===== src/verilog/bridge_map_pkg.sv =====
// bridge map definitions
// address regions, configuration offsets in both maps and the decoded request
package bridge_map_pkg;

	typedef logic [31:0] bridge_addr_t;
	typedef logic [31:0] bridge_data_t;
	typedef logic [15:0] cfg_ofs_t;
	typedef logic [15:0] port_addr_t;

	typedef enum logic [2:0] {
		REGION_CMD, REGION_CROM_LOAD, REGION_MEMCARD, REGION_BACKUP, REGION_CFG, REGION_OTHER
	} region_e;

	typedef enum logic [4:0] {
		SEL_NONE, SEL_DIPSW, SEL_SYSTEM_TYPE, SEL_MEMCARD_EN, SEL_USE_MOUSE,
		SEL_VIDEO_MODE, SEL_VIDEO_RATIO, SEL_CH_ENABLE, SEL_SND_ENABLE, SEL_USE_PCM,
		SEL_PCHIP_MAIN, SEL_PCHIP_SUB, SEL_CMC_CHIP, SEL_CART_CHIP, SEL_C1_WAIT,
		SEL_V2_OFFSET, SEL_V2ROM_MASK, SEL_SCREEN_X, SEL_SCREEN_Y, SEL_CORE_RESET
	} cfg_sel_e;

	typedef enum logic [2:0] {
		MASK_NONE, MASK_P2, MASK_M, MASK_S, MASK_V1, MASK_CROM
	} mask_sel_e;

	typedef struct packed {
		logic rd;
		logic wr;
		bridge_addr_t addr;
		bridge_data_t wr_data;
	} bridge_req_t;

	typedef struct packed {
		bridge_req_t req;
		region_e region;
		cfg_sel_e cfg_sel;
		mask_sel_e mask_sel;
		logic p2_high;
	} bridge_dec_t;

	// top byte and nibble tags
	localparam bridge_addr_t CFG_BASE = 32'hF000_0000;
	localparam logic [7:0] CMD_BYTE = 8'hF8;
	localparam logic [7:0] LOADER_BYTE = 8'h10;
	localparam logic [3:0] NIB_V1 = 4'h2;
	localparam logic [3:0] NIB_CROM = 4'h4;
	localparam logic [3:0] NIB_MEMCARD = 4'h6;
	localparam logic [3:0] NIB_BACKUP = 4'h7;
	localparam logic [3:0] P2_HIGH_NIB = 4'h8;
	localparam logic [3:0] SROM_NIB = 4'hC;
	localparam logic [4:0] MROM_TAG = 5'h1F;

	// old json map next to the grouped map
	localparam cfg_ofs_t OLD_DIPSW = 16'h0008, NEW_DIPSW = 16'h0104;
	localparam cfg_ofs_t OLD_SYSTEM_TYPE = 16'h000C, NEW_SYSTEM_TYPE = 16'h0108;
	localparam cfg_ofs_t OLD_MEMCARD_EN = 16'h0010, NEW_MEMCARD_EN = 16'h010C;
	localparam cfg_ofs_t OLD_USE_MOUSE = 16'h0014;
	localparam cfg_ofs_t OLD_CH_ENABLE = 16'h001C, NEW_CH_ENABLE = 16'h0300;
	localparam cfg_ofs_t OLD_SND_ENABLE = 16'h0020, NEW_SND_ENABLE = 16'h0304;
	localparam cfg_ofs_t OLD_PCHIP_MAIN = 16'h0024, NEW_PCHIP_MAIN = 16'h0404;
	localparam cfg_ofs_t OLD_USE_PCM = 16'h0028, NEW_USE_PCM = 16'h030C;
	localparam cfg_ofs_t OLD_PCHIP_SUB = 16'h002C, NEW_PCHIP_SUB = 16'h0408;
	localparam cfg_ofs_t OLD_CMC_CHIP = 16'h0030, NEW_CMC_CHIP = 16'h040C;
	localparam cfg_ofs_t OLD_V2_OFFSET = 16'h003C, NEW_V2_OFFSET = 16'h0310;
	localparam cfg_ofs_t OLD_CART_CHIP = 16'h0040, NEW_CART_CHIP = 16'h0410;
	localparam cfg_ofs_t OLD_V2ROM_MASK = 16'h004C, NEW_V2ROM_MASK = 16'h0314;
	localparam cfg_ofs_t OLD_C1_WAIT = 16'h0054, NEW_C1_WAIT = 16'h0400;
	localparam cfg_ofs_t NEW_CORE_RESET = 16'h0100;
	localparam cfg_ofs_t NEW_VIDEO_MODE = 16'h0200;
	localparam cfg_ofs_t NEW_SCREEN_X = 16'h0204;
	localparam cfg_ofs_t NEW_SCREEN_Y = 16'h0208;
	localparam cfg_ofs_t NEW_VIDEO_RATIO = 16'h020C;

endpackage


===== src/verilog/core_cfg_pkg.sv =====
// core configuration definitions
// field types, reset values, restart hold and the snooped ROM mask layout
package core_cfg_pkg;

	typedef logic [7:0] dipsw_t;
	typedef logic [1:0] mode2_t;
	typedef logic [2:0] mode3_t;
	typedef logic [5:0] ch_mask_t;
	typedef logic [3:0] snd_mask_t;
	typedef logic [23:0] rom_span_t;
	typedef logic [18:0] rom19_t;
	typedef logic [25:0] crom_mask_t;
	typedef logic [31:0] screen_pos_t;
	typedef logic [3:0] pchip_t;
	typedef logic [16:0] hold_cnt_t;

	typedef struct packed {
		dipsw_t dipsw;
		mode2_t system_type;
		mode2_t memory_card_enable;
		mode2_t use_mouse;
		logic video_mode;
		mode3_t video_ratio;
		ch_mask_t ch_enable;
		snd_mask_t snd_enable;
		logic use_pcm;
		logic pchip_main;
		mode3_t pchip_sub;
		mode2_t cmc_chip;
		mode2_t cart_chip;
		mode3_t c1_wait;
		rom_span_t v2_offset;
		rom_span_t v2rom_mask;
		screen_pos_t screen_x_pos;
		screen_pos_t screen_y_pos;
	} core_cfg_t;

	typedef struct packed {
		rom_span_t p2rom;
		rom19_t mrom;
		rom19_t srom;
		rom_span_t v1rom;
		crom_mask_t crom;
	} rom_masks_t;

	// dips open, system type 1, every channel and sound enabled
	localparam core_cfg_t CFG_RESET = '{
		dipsw: '1, system_type: 2'd1, ch_enable: '1, snd_enable: '1, default: '0
	};

	localparam hold_cnt_t CORE_RESET_HOLD = 17'd131071;
	// 256 KB, doubled for each of the eight size steps
	localparam crom_mask_t CROM_STEP_BASE = 26'h004_0000;

endpackage


===== src/verilog/bridge_decode.sv =====
// bridge request decode
// registers each strobe with its region, config register and loader mask target
`timescale 1ns/1ps

module bridge_decode (
	input  logic                        clk_74a,
	input  logic                        reset_l_main,
	input  bridge_map_pkg::bridge_req_t req,
	output bridge_map_pkg::bridge_dec_t dec
);
	import bridge_map_pkg::*;

	logic [3:0] nib;
	logic [7:0] top_byte;
	region_e region;
	cfg_sel_e cfg_sel;
	mask_sel_e mask_sel;
	// PROM1 bank as seen by the next P2 write
	logic p2_high;

	assign nib = req.addr[31:28];
	assign top_byte = req.addr[31:24];

	always_comb begin
		if (top_byte == CFG_BASE[31:24])
			region = REGION_CFG;
		else if (top_byte == CMD_BYTE)
			region = REGION_CMD;
		else begin
			case (nib)
				NIB_CROM:    region = REGION_CROM_LOAD;
				NIB_MEMCARD: region = REGION_MEMCARD;
				NIB_BACKUP:  region = REGION_BACKUP;
				// ram windows without a controller
				4'h1, 4'h2, 4'h3, 4'h5: region = REGION_CMD;
				default:     region = REGION_OTHER;
			endcase
		end
	end

	// both maps land on the same select
	always_comb begin
		cfg_sel = SEL_NONE;
		if (region == REGION_CFG) begin
			case (req.addr[15:0])
				OLD_DIPSW, NEW_DIPSW:             cfg_sel = SEL_DIPSW;
				OLD_SYSTEM_TYPE, NEW_SYSTEM_TYPE: cfg_sel = SEL_SYSTEM_TYPE;
				OLD_MEMCARD_EN, NEW_MEMCARD_EN:   cfg_sel = SEL_MEMCARD_EN;
				OLD_USE_MOUSE:                    cfg_sel = SEL_USE_MOUSE;
				OLD_CH_ENABLE, NEW_CH_ENABLE:     cfg_sel = SEL_CH_ENABLE;
				OLD_SND_ENABLE, NEW_SND_ENABLE:   cfg_sel = SEL_SND_ENABLE;
				OLD_PCHIP_MAIN, NEW_PCHIP_MAIN:   cfg_sel = SEL_PCHIP_MAIN;
				OLD_USE_PCM, NEW_USE_PCM:         cfg_sel = SEL_USE_PCM;
				OLD_PCHIP_SUB, NEW_PCHIP_SUB:     cfg_sel = SEL_PCHIP_SUB;
				OLD_CMC_CHIP, NEW_CMC_CHIP:       cfg_sel = SEL_CMC_CHIP;
				OLD_V2_OFFSET, NEW_V2_OFFSET:     cfg_sel = SEL_V2_OFFSET;
				OLD_CART_CHIP, NEW_CART_CHIP:     cfg_sel = SEL_CART_CHIP;
				OLD_V2ROM_MASK, NEW_V2ROM_MASK:   cfg_sel = SEL_V2ROM_MASK;
				OLD_C1_WAIT, NEW_C1_WAIT:         cfg_sel = SEL_C1_WAIT;
				NEW_CORE_RESET:                   cfg_sel = SEL_CORE_RESET;
				NEW_VIDEO_MODE:                   cfg_sel = SEL_VIDEO_MODE;
				NEW_SCREEN_X:                     cfg_sel = SEL_SCREEN_X;
				NEW_SCREEN_Y:                     cfg_sel = SEL_SCREEN_Y;
				NEW_VIDEO_RATIO:                  cfg_sel = SEL_VIDEO_RATIO;
				default:                          cfg_sel = SEL_NONE;
			endcase
		end
	end

	// loader windows for the snooped masks
	always_comb begin
		mask_sel = MASK_NONE;
		if (top_byte == LOADER_BYTE) begin
			if (!req.addr[23])
				mask_sel = MASK_P2;
			else if (req.addr[23:19] == MROM_TAG)
				mask_sel = MASK_M;
			else if (req.addr[23:20] == SROM_NIB)
				mask_sel = MASK_S;
		end else if (nib == NIB_V1)
			mask_sel = MASK_V1;
		else if (nib == NIB_CROM)
			mask_sel = MASK_CROM;
	end

	always_ff @(posedge clk_74a or negedge reset_l_main) begin
		if (!reset_l_main) begin
			dec <= '0;
			p2_high <= 1'b0;
		end else begin
			dec.req <= req;
			dec.region <= region;
			dec.cfg_sel <= cfg_sel;
			dec.mask_sel <= mask_sel;
			dec.p2_high <= p2_high;
			// 0x108 selects the upper bank, any low P2 write drops it
			if (req.wr && top_byte == LOADER_BYTE) begin
				if (req.addr[23:20] == P2_HIGH_NIB)
					p2_high <= 1'b1;
				else if (!req.addr[23])
					p2_high <= 1'b0;
			end
		end
	end

endmodule


===== src/verilog/core_config_regs.sv =====
// core configuration register file
// field writes from the decoded bridge, restart pulse and protection chip code
`timescale 1ns/1ps

module core_config_regs (
	input  logic                        clk_74a,
	input  logic                        reset_l_main,
	input  bridge_map_pkg::bridge_dec_t dec,
	output core_cfg_pkg::core_cfg_t     cfg,
	output core_cfg_pkg::pchip_t        cart_pchip,
	output logic                        core_restart
);
	import bridge_map_pkg::*;
	import core_cfg_pkg::*;

	bridge_data_t wd;
	pchip_t pchip_code;

	assign wd = dec.req.wr_data;

	// main chip wins, sub values 1..5 map to codes 3..7
	always_comb begin
		if (cfg.pchip_main)
			pchip_code = 4'd2;
		else if (cfg.pchip_sub inside {[3'd1:3'd5]})
			pchip_code = {1'b0, cfg.pchip_sub} + 4'd2;
		else
			pchip_code = 4'd0;
	end

	always_ff @(posedge clk_74a or negedge reset_l_main) begin
		if (!reset_l_main) begin
			cfg <= CFG_RESET;
			core_restart <= 1'b0;
			cart_pchip <= '0;
		end else begin
			core_restart <= dec.req.wr && (dec.cfg_sel == SEL_CORE_RESET);
			cart_pchip <= pchip_code;
			if (dec.req.wr) begin
				// wide writes keep only the low bits of each field
				case (dec.cfg_sel)
					SEL_DIPSW:       cfg.dipsw <= dipsw_t'(wd);
					SEL_SYSTEM_TYPE: cfg.system_type <= mode2_t'(wd);
					SEL_MEMCARD_EN:  cfg.memory_card_enable <= mode2_t'(wd);
					SEL_USE_MOUSE:   cfg.use_mouse <= mode2_t'(wd);
					SEL_VIDEO_MODE:  cfg.video_mode <= wd[0];
					SEL_VIDEO_RATIO: cfg.video_ratio <= mode3_t'(wd);
					SEL_CH_ENABLE:   cfg.ch_enable <= ch_mask_t'(wd);
					SEL_SND_ENABLE:  cfg.snd_enable <= snd_mask_t'(wd);
					SEL_USE_PCM:     cfg.use_pcm <= wd[0];
					SEL_PCHIP_MAIN:  cfg.pchip_main <= wd[0];
					SEL_PCHIP_SUB:   cfg.pchip_sub <= mode3_t'(wd);
					SEL_CMC_CHIP:    cfg.cmc_chip <= mode2_t'(wd);
					SEL_CART_CHIP:   cfg.cart_chip <= mode2_t'(wd);
					SEL_C1_WAIT:     cfg.c1_wait <= mode3_t'(wd);
					SEL_V2_OFFSET:   cfg.v2_offset <= rom_span_t'(wd);
					SEL_V2ROM_MASK:  cfg.v2rom_mask <= rom_span_t'(wd);
					SEL_SCREEN_X:    cfg.screen_x_pos <= screen_pos_t'(wd);
					SEL_SCREEN_Y:    cfg.screen_y_pos <= screen_pos_t'(wd);
					default: ;
				endcase
			end
		end
	end

endmodule


===== src/verilog/rom_mask_snoop.sv =====
// ROM size mask snooping
// derives the P2, M, S, V1 and C ROM masks from loader write addresses
`timescale 1ns/1ps

module rom_mask_snoop (
	input  logic                        clk_74a,
	input  logic                        reset_l_main,
	input  bridge_map_pkg::bridge_dec_t dec,
	output core_cfg_pkg::rom_masks_t    masks
);
	import bridge_map_pkg::*;
	import core_cfg_pkg::*;

	rom_span_t sm_p2;
	rom_span_t sm_19;
	rom_span_t sm_v1;
	logic [7:0] crom_hits;
	logic [7:0] crom_flags;

	// each bit is set when it or any bit above it is set
	function automatic rom_span_t smear(input rom_span_t a);
		rom_span_t r;
		r[23] = a[23];
		for (int i = 22; i >= 0; i--)
			r[i] = r[i + 1] | a[i];
		return r;
	endfunction

	assign sm_p2 = smear({1'b0, dec.req.addr[22:0]});
	assign sm_19 = smear({5'd0, dec.req.addr[18:0]});
	assign sm_v1 = smear(dec.req.addr[23:0]);

	// one flag per size step above 256 KB
	always_comb begin
		for (int k = 0; k < 8; k++)
			crom_hits[k] = dec.req.addr[25:0] > (CROM_STEP_BASE << k);
	end

	always_ff @(posedge clk_74a or negedge reset_l_main) begin
		if (!reset_l_main) begin
			masks <= '0;
			crom_flags <= '0;
		end else begin
			masks.crom <= {2'b00, crom_flags, {16{|crom_flags}}};
			if (dec.req.wr) begin
				case (dec.mask_sel)
					MASK_P2:   masks.p2rom <= {dec.p2_high, sm_p2[22:0]};
					MASK_M:    masks.mrom <= sm_19[18:0];
					MASK_S:    masks.srom <= sm_19[18:0];
					MASK_V1:   masks.v1rom <= sm_v1;
					MASK_CROM: crom_flags <= crom_hits;
					default: ;
				endcase
			end
		end
	end

endmodule


===== src/verilog/core_start_ctrl.sv =====
// core start control
// holds start_system low for a fixed count after a restart request
`timescale 1ns/1ps

module core_start_ctrl (
	input  logic clk_74a,
	input  logic reset_l_main,
	input  logic core_restart,
	input  logic dataslot_allcomplete,
	input  logic core_run,
	output logic start_system
);
	import core_cfg_pkg::*;

	hold_cnt_t hold_cnt;

	always_ff @(posedge clk_74a or negedge reset_l_main) begin
		if (!reset_l_main) begin
			hold_cnt <= '0;
			start_system <= 1'b0;
		end else begin
			if (core_restart)
				hold_cnt <= CORE_RESET_HOLD;
			else if (hold_cnt != '0)
				hold_cnt <= hold_cnt - 1'b1;
			// run only once loading is done and the hold has drained
			start_system <= (hold_cnt == '0) && dataslot_allcomplete && core_run;
		end
	end

endmodule


===== src/verilog/bridge_read_mux.sv =====
// bridge read-back
// captures config, memory card or backup RAM data and selects bridge_rd_data
`timescale 1ns/1ps

module bridge_read_mux (
	input  logic                         clk_74a,
	input  logic                         reset_l_main,
	input  bridge_map_pkg::bridge_dec_t  dec,
	input  core_cfg_pkg::core_cfg_t      cfg,
	input  bridge_map_pkg::bridge_data_t memcard_din,
	input  bridge_map_pkg::bridge_data_t backup_din,
	input  bridge_map_pkg::bridge_data_t cmd_rd_data,
	output bridge_map_pkg::bridge_data_t bridge_rd_data
);
	import bridge_map_pkg::*;

	bridge_data_t cfg_word;
	bridge_data_t rd_capture;
	region_e rd_region;

	always_comb begin
		case (dec.cfg_sel)
			SEL_DIPSW:       cfg_word = bridge_data_t'(cfg.dipsw);
			SEL_SYSTEM_TYPE: cfg_word = bridge_data_t'(cfg.system_type);
			SEL_MEMCARD_EN:  cfg_word = bridge_data_t'(cfg.memory_card_enable);
			SEL_USE_MOUSE:   cfg_word = bridge_data_t'(cfg.use_mouse);
			SEL_VIDEO_MODE:  cfg_word = bridge_data_t'(cfg.video_mode);
			SEL_VIDEO_RATIO: cfg_word = bridge_data_t'(cfg.video_ratio);
			SEL_CH_ENABLE:   cfg_word = bridge_data_t'(cfg.ch_enable);
			SEL_SND_ENABLE:  cfg_word = bridge_data_t'(cfg.snd_enable);
			SEL_USE_PCM:     cfg_word = bridge_data_t'(cfg.use_pcm);
			SEL_PCHIP_MAIN:  cfg_word = bridge_data_t'(cfg.pchip_main);
			SEL_PCHIP_SUB:   cfg_word = bridge_data_t'(cfg.pchip_sub);
			SEL_CMC_CHIP:    cfg_word = bridge_data_t'(cfg.cmc_chip);
			SEL_CART_CHIP:   cfg_word = bridge_data_t'(cfg.cart_chip);
			SEL_C1_WAIT:     cfg_word = bridge_data_t'(cfg.c1_wait);
			SEL_V2_OFFSET:   cfg_word = bridge_data_t'(cfg.v2_offset);
			SEL_V2ROM_MASK:  cfg_word = bridge_data_t'(cfg.v2rom_mask);
			SEL_SCREEN_X:    cfg_word = cfg.screen_x_pos;
			SEL_SCREEN_Y:    cfg_word = cfg.screen_y_pos;
			// unknown offsets and the restart register read as zero
			default:         cfg_word = '0;
		endcase
	end

	always_ff @(posedge clk_74a or negedge reset_l_main) begin
		if (!reset_l_main)
			rd_region <= REGION_OTHER;
		else if (dec.req.rd)
			rd_region <= dec.region;
	end

	always_ff @(posedge clk_74a) begin
		if (dec.req.rd) begin
			case (dec.region)
				REGION_CFG:     rd_capture <= cfg_word;
				REGION_MEMCARD: rd_capture <= memcard_din;
				REGION_BACKUP:  rd_capture <= backup_din;
				default:        rd_capture <= '0;
			endcase
		end
	end

	// held until the next read, command data passes straight through
	always_comb begin
		case (rd_region)
			REGION_CFG, REGION_MEMCARD, REGION_BACKUP: bridge_rd_data = rd_capture;
			default: bridge_rd_data = cmd_rd_data;
		endcase
	end

endmodule


===== src/verilog/apf_io.sv =====
// bridge I/O handoff top level
// decode stage feeding config, mask snoop, core start and read-back stages
`timescale 1ns/1ps

module apf_io (
	input  logic                         clk_74a,
	input  logic                         reset_l_main,
	input  logic                         bridge_rd,
	input  logic                         bridge_wr,
	input  bridge_map_pkg::bridge_addr_t bridge_addr,
	input  bridge_map_pkg::bridge_data_t bridge_wr_data,
	output bridge_map_pkg::bridge_data_t bridge_rd_data,
	input  bridge_map_pkg::bridge_data_t cmd_rd_data,
	input  logic                         dataslot_allcomplete,
	input  logic                         core_run,
	output logic                         start_system,
	output core_cfg_pkg::core_cfg_t      cfg,
	output core_cfg_pkg::pchip_t         cart_pchip,
	output core_cfg_pkg::rom_masks_t     masks,
	output bridge_map_pkg::port_addr_t   memcard_addr,
	output logic                         memcard_wr,
	output bridge_map_pkg::bridge_data_t memcard_dout,
	input  bridge_map_pkg::bridge_data_t memcard_din,
	output bridge_map_pkg::port_addr_t   backup_addr,
	output logic                         backup_wr,
	output bridge_map_pkg::bridge_data_t backup_dout,
	input  bridge_map_pkg::bridge_data_t backup_din
);
	import bridge_map_pkg::*;

	bridge_req_t req;
	bridge_dec_t dec;
	logic core_restart;

	assign req = '{rd: bridge_rd, wr: bridge_wr, addr: bridge_addr, wr_data: bridge_wr_data};

	// write ports taken from the decode register
	assign memcard_wr = dec.req.wr && (dec.region == REGION_MEMCARD);
	assign memcard_addr = dec.req.addr[15:0];
	assign memcard_dout = dec.req.wr_data;
	assign backup_wr = dec.req.wr && (dec.region == REGION_BACKUP);
	assign backup_addr = dec.req.addr[15:0];
	assign backup_dout = dec.req.wr_data;

	bridge_decode u_decode (
		.clk_74a(clk_74a), .reset_l_main(reset_l_main),
		.req(req), .dec(dec)
	);

	core_config_regs u_cfg_regs (
		.clk_74a(clk_74a), .reset_l_main(reset_l_main), .dec(dec),
		.cfg(cfg), .cart_pchip(cart_pchip), .core_restart(core_restart)
	);

	rom_mask_snoop u_mask_snoop (
		.clk_74a(clk_74a), .reset_l_main(reset_l_main),
		.dec(dec), .masks(masks)
	);

	core_start_ctrl u_start (
		.clk_74a(clk_74a), .reset_l_main(reset_l_main),
		.core_restart(core_restart),
		.dataslot_allcomplete(dataslot_allcomplete),
		.core_run(core_run),
		.start_system(start_system)
	);

	bridge_read_mux u_read_mux (
		.clk_74a(clk_74a), .reset_l_main(reset_l_main),
		.dec(dec), .cfg(cfg),
		.memcard_din(memcard_din), .backup_din(backup_din),
		.cmd_rd_data(cmd_rd_data), .bridge_rd_data(bridge_rd_data)
	);

endmodule


===== config.mk =====
export PLATFORM = sky130hd
export DESIGN_NAME = apf_io
export DESIGN_NICKNAME = d
export VERILOG_FILES = /design/src/verilog/bridge_map_pkg.sv /design/src/verilog/core_cfg_pkg.sv /design/src/verilog/bridge_decode.sv /design/src/verilog/core_config_regs.sv /design/src/verilog/rom_mask_snoop.sv /design/src/verilog/core_start_ctrl.sv /design/src/verilog/bridge_read_mux.sv /design/src/verilog/apf_io.sv
export SDC_FILE = /design/constraint.sdc
export NUM_CORES = 1
export LEC_CHECK = 0
export BUFFER_PORTS_ARGS = -buffer_cell sky130_fd_sc_hd__buf_2
export CORE_AREA = 2 2 218 220
export CTS_CLUSTER_SIZE = 16
export DETAILED_ROUTE_END_ITERATION = 10
export DIE_AREA = 0 0 220 222
export PLACE_DENSITY = 0.63
export SETUP_SLACK_MARGIN = 0.3
export SYNTH_ARGS = -nofsm -noshare
export SYNTH_HDL_FRONTEND = slang
export SYNTH_SLANG_ARGS = --single-unit

===== constraint.sdc =====
create_clock -name clk_74a -period 4.2 [get_ports clk_74a]
set_input_delay 0.21 -clock clk_74a [delete_from_list [all_inputs] [get_ports clk_74a]]
set_output_delay 0.21 -clock clk_74a [all_outputs]
set_load 0.005 [all_outputs]

==> summary.txt <==
Post-route ant nets -> 0
CTS resizes -> 0
CTS Sinks -> 386
Hold Crit Depth -> 3
Cell Area, Synth -> 17300 um2
Max Clk Rate -> 311 MHz
WL/cell -> 22.1 um
CP Capture Type -> flip-flop
Synth warn -> 0
DP HPWL -> 41500 um
P_leak -> 10.9 nW
Clock latency on the worst-skew pair -> 0.58 ns
Metal3 WL -> 4560 um
Worst Clk Skew -> 0.0358 ns
Worst path required time -> 4.65 ns
Worst Hold Class -> input pin to flip-flop
CP max FO -> 18
Post-Syn Instances -> 1434
Mean post-synth cell area -> 12.0 um2
Outcome -> finished, final reports clean
Slew of the pin with the lowest slew margin -> 1.21 ns
Top Layer Used -> met4
Largest net degree at the start of global routing -> 94
First-pass GRT wire length -> 87400 um
Hold_ws -> 0.0242 ns
CORE AREA -> 46300 um2
PD cells -> 383 nW/um2
Commonest non-fill, non-tap cell in the layout -> buf_2
Crit path kind -> flip-flop to flip-flop
Share of cells above drive strength 1 -> 44.1%
Nets -> 2170
# H-tree levels -> 2
Most frequent cells in the layout -> buf_2, dfrtp_1, mux2_2, dlygate4sd3_1, nor2_1
Fillers -> 4199
Async SR Flop Fraction -> 91.7%
Vias in the first global route -> 14.2k
Pins over their slew limit -> 0
Setup TNS Final -> 0 ns
Tot Pwr -> 8.65 mW
Met2 WL -> 28000 um
Grt ovf -> 0
Max-cap violation count -> 0
Starting Density -> 37.3%
Layout Cells excl Fill -> 2643
Vias per cell -> 5.32
Fin. Hold Viols -> 0
Met1 Wirelength -> 24200 um
Initial antenna violation count -> 2
Chip height -> 222 um
Synthesized flop and latch total -> 386
Slew HR -> 19.5%
Drt first-iter violations -> 1145
Endpoints failing setup -> 0
Min Tclk post-route -> 3.21 ns
Io pins -> 565
Clk buf depth -> 3
Area growth syn-to-layout -> 30.9%
FF-to-FF path depth -> 6
Drc violations -> 0
CP arrival -> 3.66 ns
GPL Wtd Cong -> 0.944
Worst VDD drop -> 0.287 mV
Startpoint class of the critical path -> flip-flop
Chip width -> 220 um
Port bufs -> 562
Total track usage -> 23.5%
Site row count -> 79
Fin crit share -> 76.5%
Post-synth cell types -> 70
CTS Hold Buffers Added -> 128
DRT Pass-1 Iters -> 5
Die ar. -> 48800 um2
Final core occ -> 48.9%
Post-synth top flop -> dfrtp_1
RSZ-0062 raised after global routing -> no
CTS root buffer -> clkbuf_16
Post-Place Cells -> 2434
CTS clk-pin slew, worst paths -> 0.06 ns
Final wirelength -> 58500 um
Register area share after synthesis -> 57.0%
Post-synth EDFFs -> 32
CTS tree -> yes
TritonCTS buffer count -> 43
Vias -> 14.1k
Setup Buffers After CTS -> 0
cells in the mapped netlist, types with 12 or more instances:
master | number | area [um2]
a31oi_1 | 16 | 100
nor4_1 | 17 | 106
a22oi_1 | 44 | 330
mux2_2 | 207 | 2330
buf_4 | 113 | 848
a21oi_1 | 61 | 305
nor2_1 | 105 | 394
nor3_1 | 21 | 105
nand2b_1 | 17 | 106
o21ai_1 | 13 | 65.1
nand2_1 | 58 | 218
edfxtp_1 | 32 | 961
clkbuf_1 | 47 | 176
nand3_1 | 21 | 105
buf_2 | 23 | 115
mux2i_1 | 12 | 120
dfrtp_1 | 333 | 8330
dfstp_2 | 21 | 552
inv_1 | 15 | 56.3
a222oi_1 | 19 | 190
nor2b_1 | 14 | 87.6
o21ai_0 | 56 | 280
xnor2_1 | 15 | 131
kinds of logic after synthesis:
group / Yosys count / share of synthesized area [%]
flops: 386 / 57.0
simple gates: 339 / 10.6
compound gates: 265 / 10.1
mux: 219 / 14.2
buf+inv: 205 / 7.08
xor+xnor: 15 / 0.761
fa+ha+maj: 4 / 0.290
other cells: 1 / 0.0217
sequential cells by signal, indices dropped and copies added (netlist names):
register and cells:
u_decode.dec 72, u_cfg_regs.core_restart 1, u_cfg_regs.cfg 152, u_cfg_regs.cart_pchip 4, u_decode.p2_high 1, u_read_mux.rd_region 3, u_mask_snoop.crom_flags 8, u_start.start_system 1
u_mask_snoop.masks 95, u_read_mux.rd_capture 32, u_start.hold_cnt 17
power breakdown:
group | total (mW) | switching (mW) | internal (mW)
logic | 0.776 | 0.383 | 0.393
clock network | 3.80 | 1.57 | 2.23
registers | 4.07 | 0.147 | 3.92
total | 8.65 | 2.10 | 6.55
path summary, 6_finish.rpt:
kind                                       start                        to  slack [ns]
worst max register to register   u_decode.dec[5]  u_read_mux.rd_capture[2]        0.99
max in group asynchronous           reset_l_main        u_cfg_regs.cfg[49]        2.79
min in group asynchronous           reset_l_main    u_mask_snoop.masks[84]        0.25
worst min-delay path             bridge_addr[26]          u_decode.dec[11]        0.02
worst max-delay path             u_decode.dec[5]  u_read_mux.rd_capture[2]        0.99
worst min register to register  u_decode.p2_high           u_decode.dec[0]        0.39
critical path, stage by stage (launching register included):
cell	delay [ns]
dfrtp_1	0.52
a211o_1	0.36
a22oi_1	0.20
nand3_1	0.76
a31oi_1	0.51
a221o_1	0.19
dlygate4sd3_1	0.56
layer usage:
metal,GRT usage (%),up-vias
met1,30.9,7080
met2,37.7,624
li1,-,6254
met4,8.36,0
met5,0,-
met3,5.73,115
cell type report:
cell class	instances	area, um2	share of cell area [%]
timing repair buffer	710	4280	18.9
clock buffer	65	1240	5.49
sequential	386	9850	43.6
clock inverter	15	171	0.758
antenna	1	2.50	0.0111
tap	607	759	3.36
inverter	15	56.3	0.249
multi-input combinational	844	6240	27.6
metrics by stage:
| stage | setup WS, ns | instance area (um2) |
|---|---|---|
| 2_1_floorplan | 2.18 | 17300 |
| 3_3_place_gp | 1.33 | 19900 |
| 3_5_place_dp | 1.23 | 19900 |
| 4_1_cts | 1.03 | 22600 |
| 5_1_grt | 0.875 | 22600 |
| 6_report | 0.987 | 22600 |
Power figures use the tool's default switching activity.
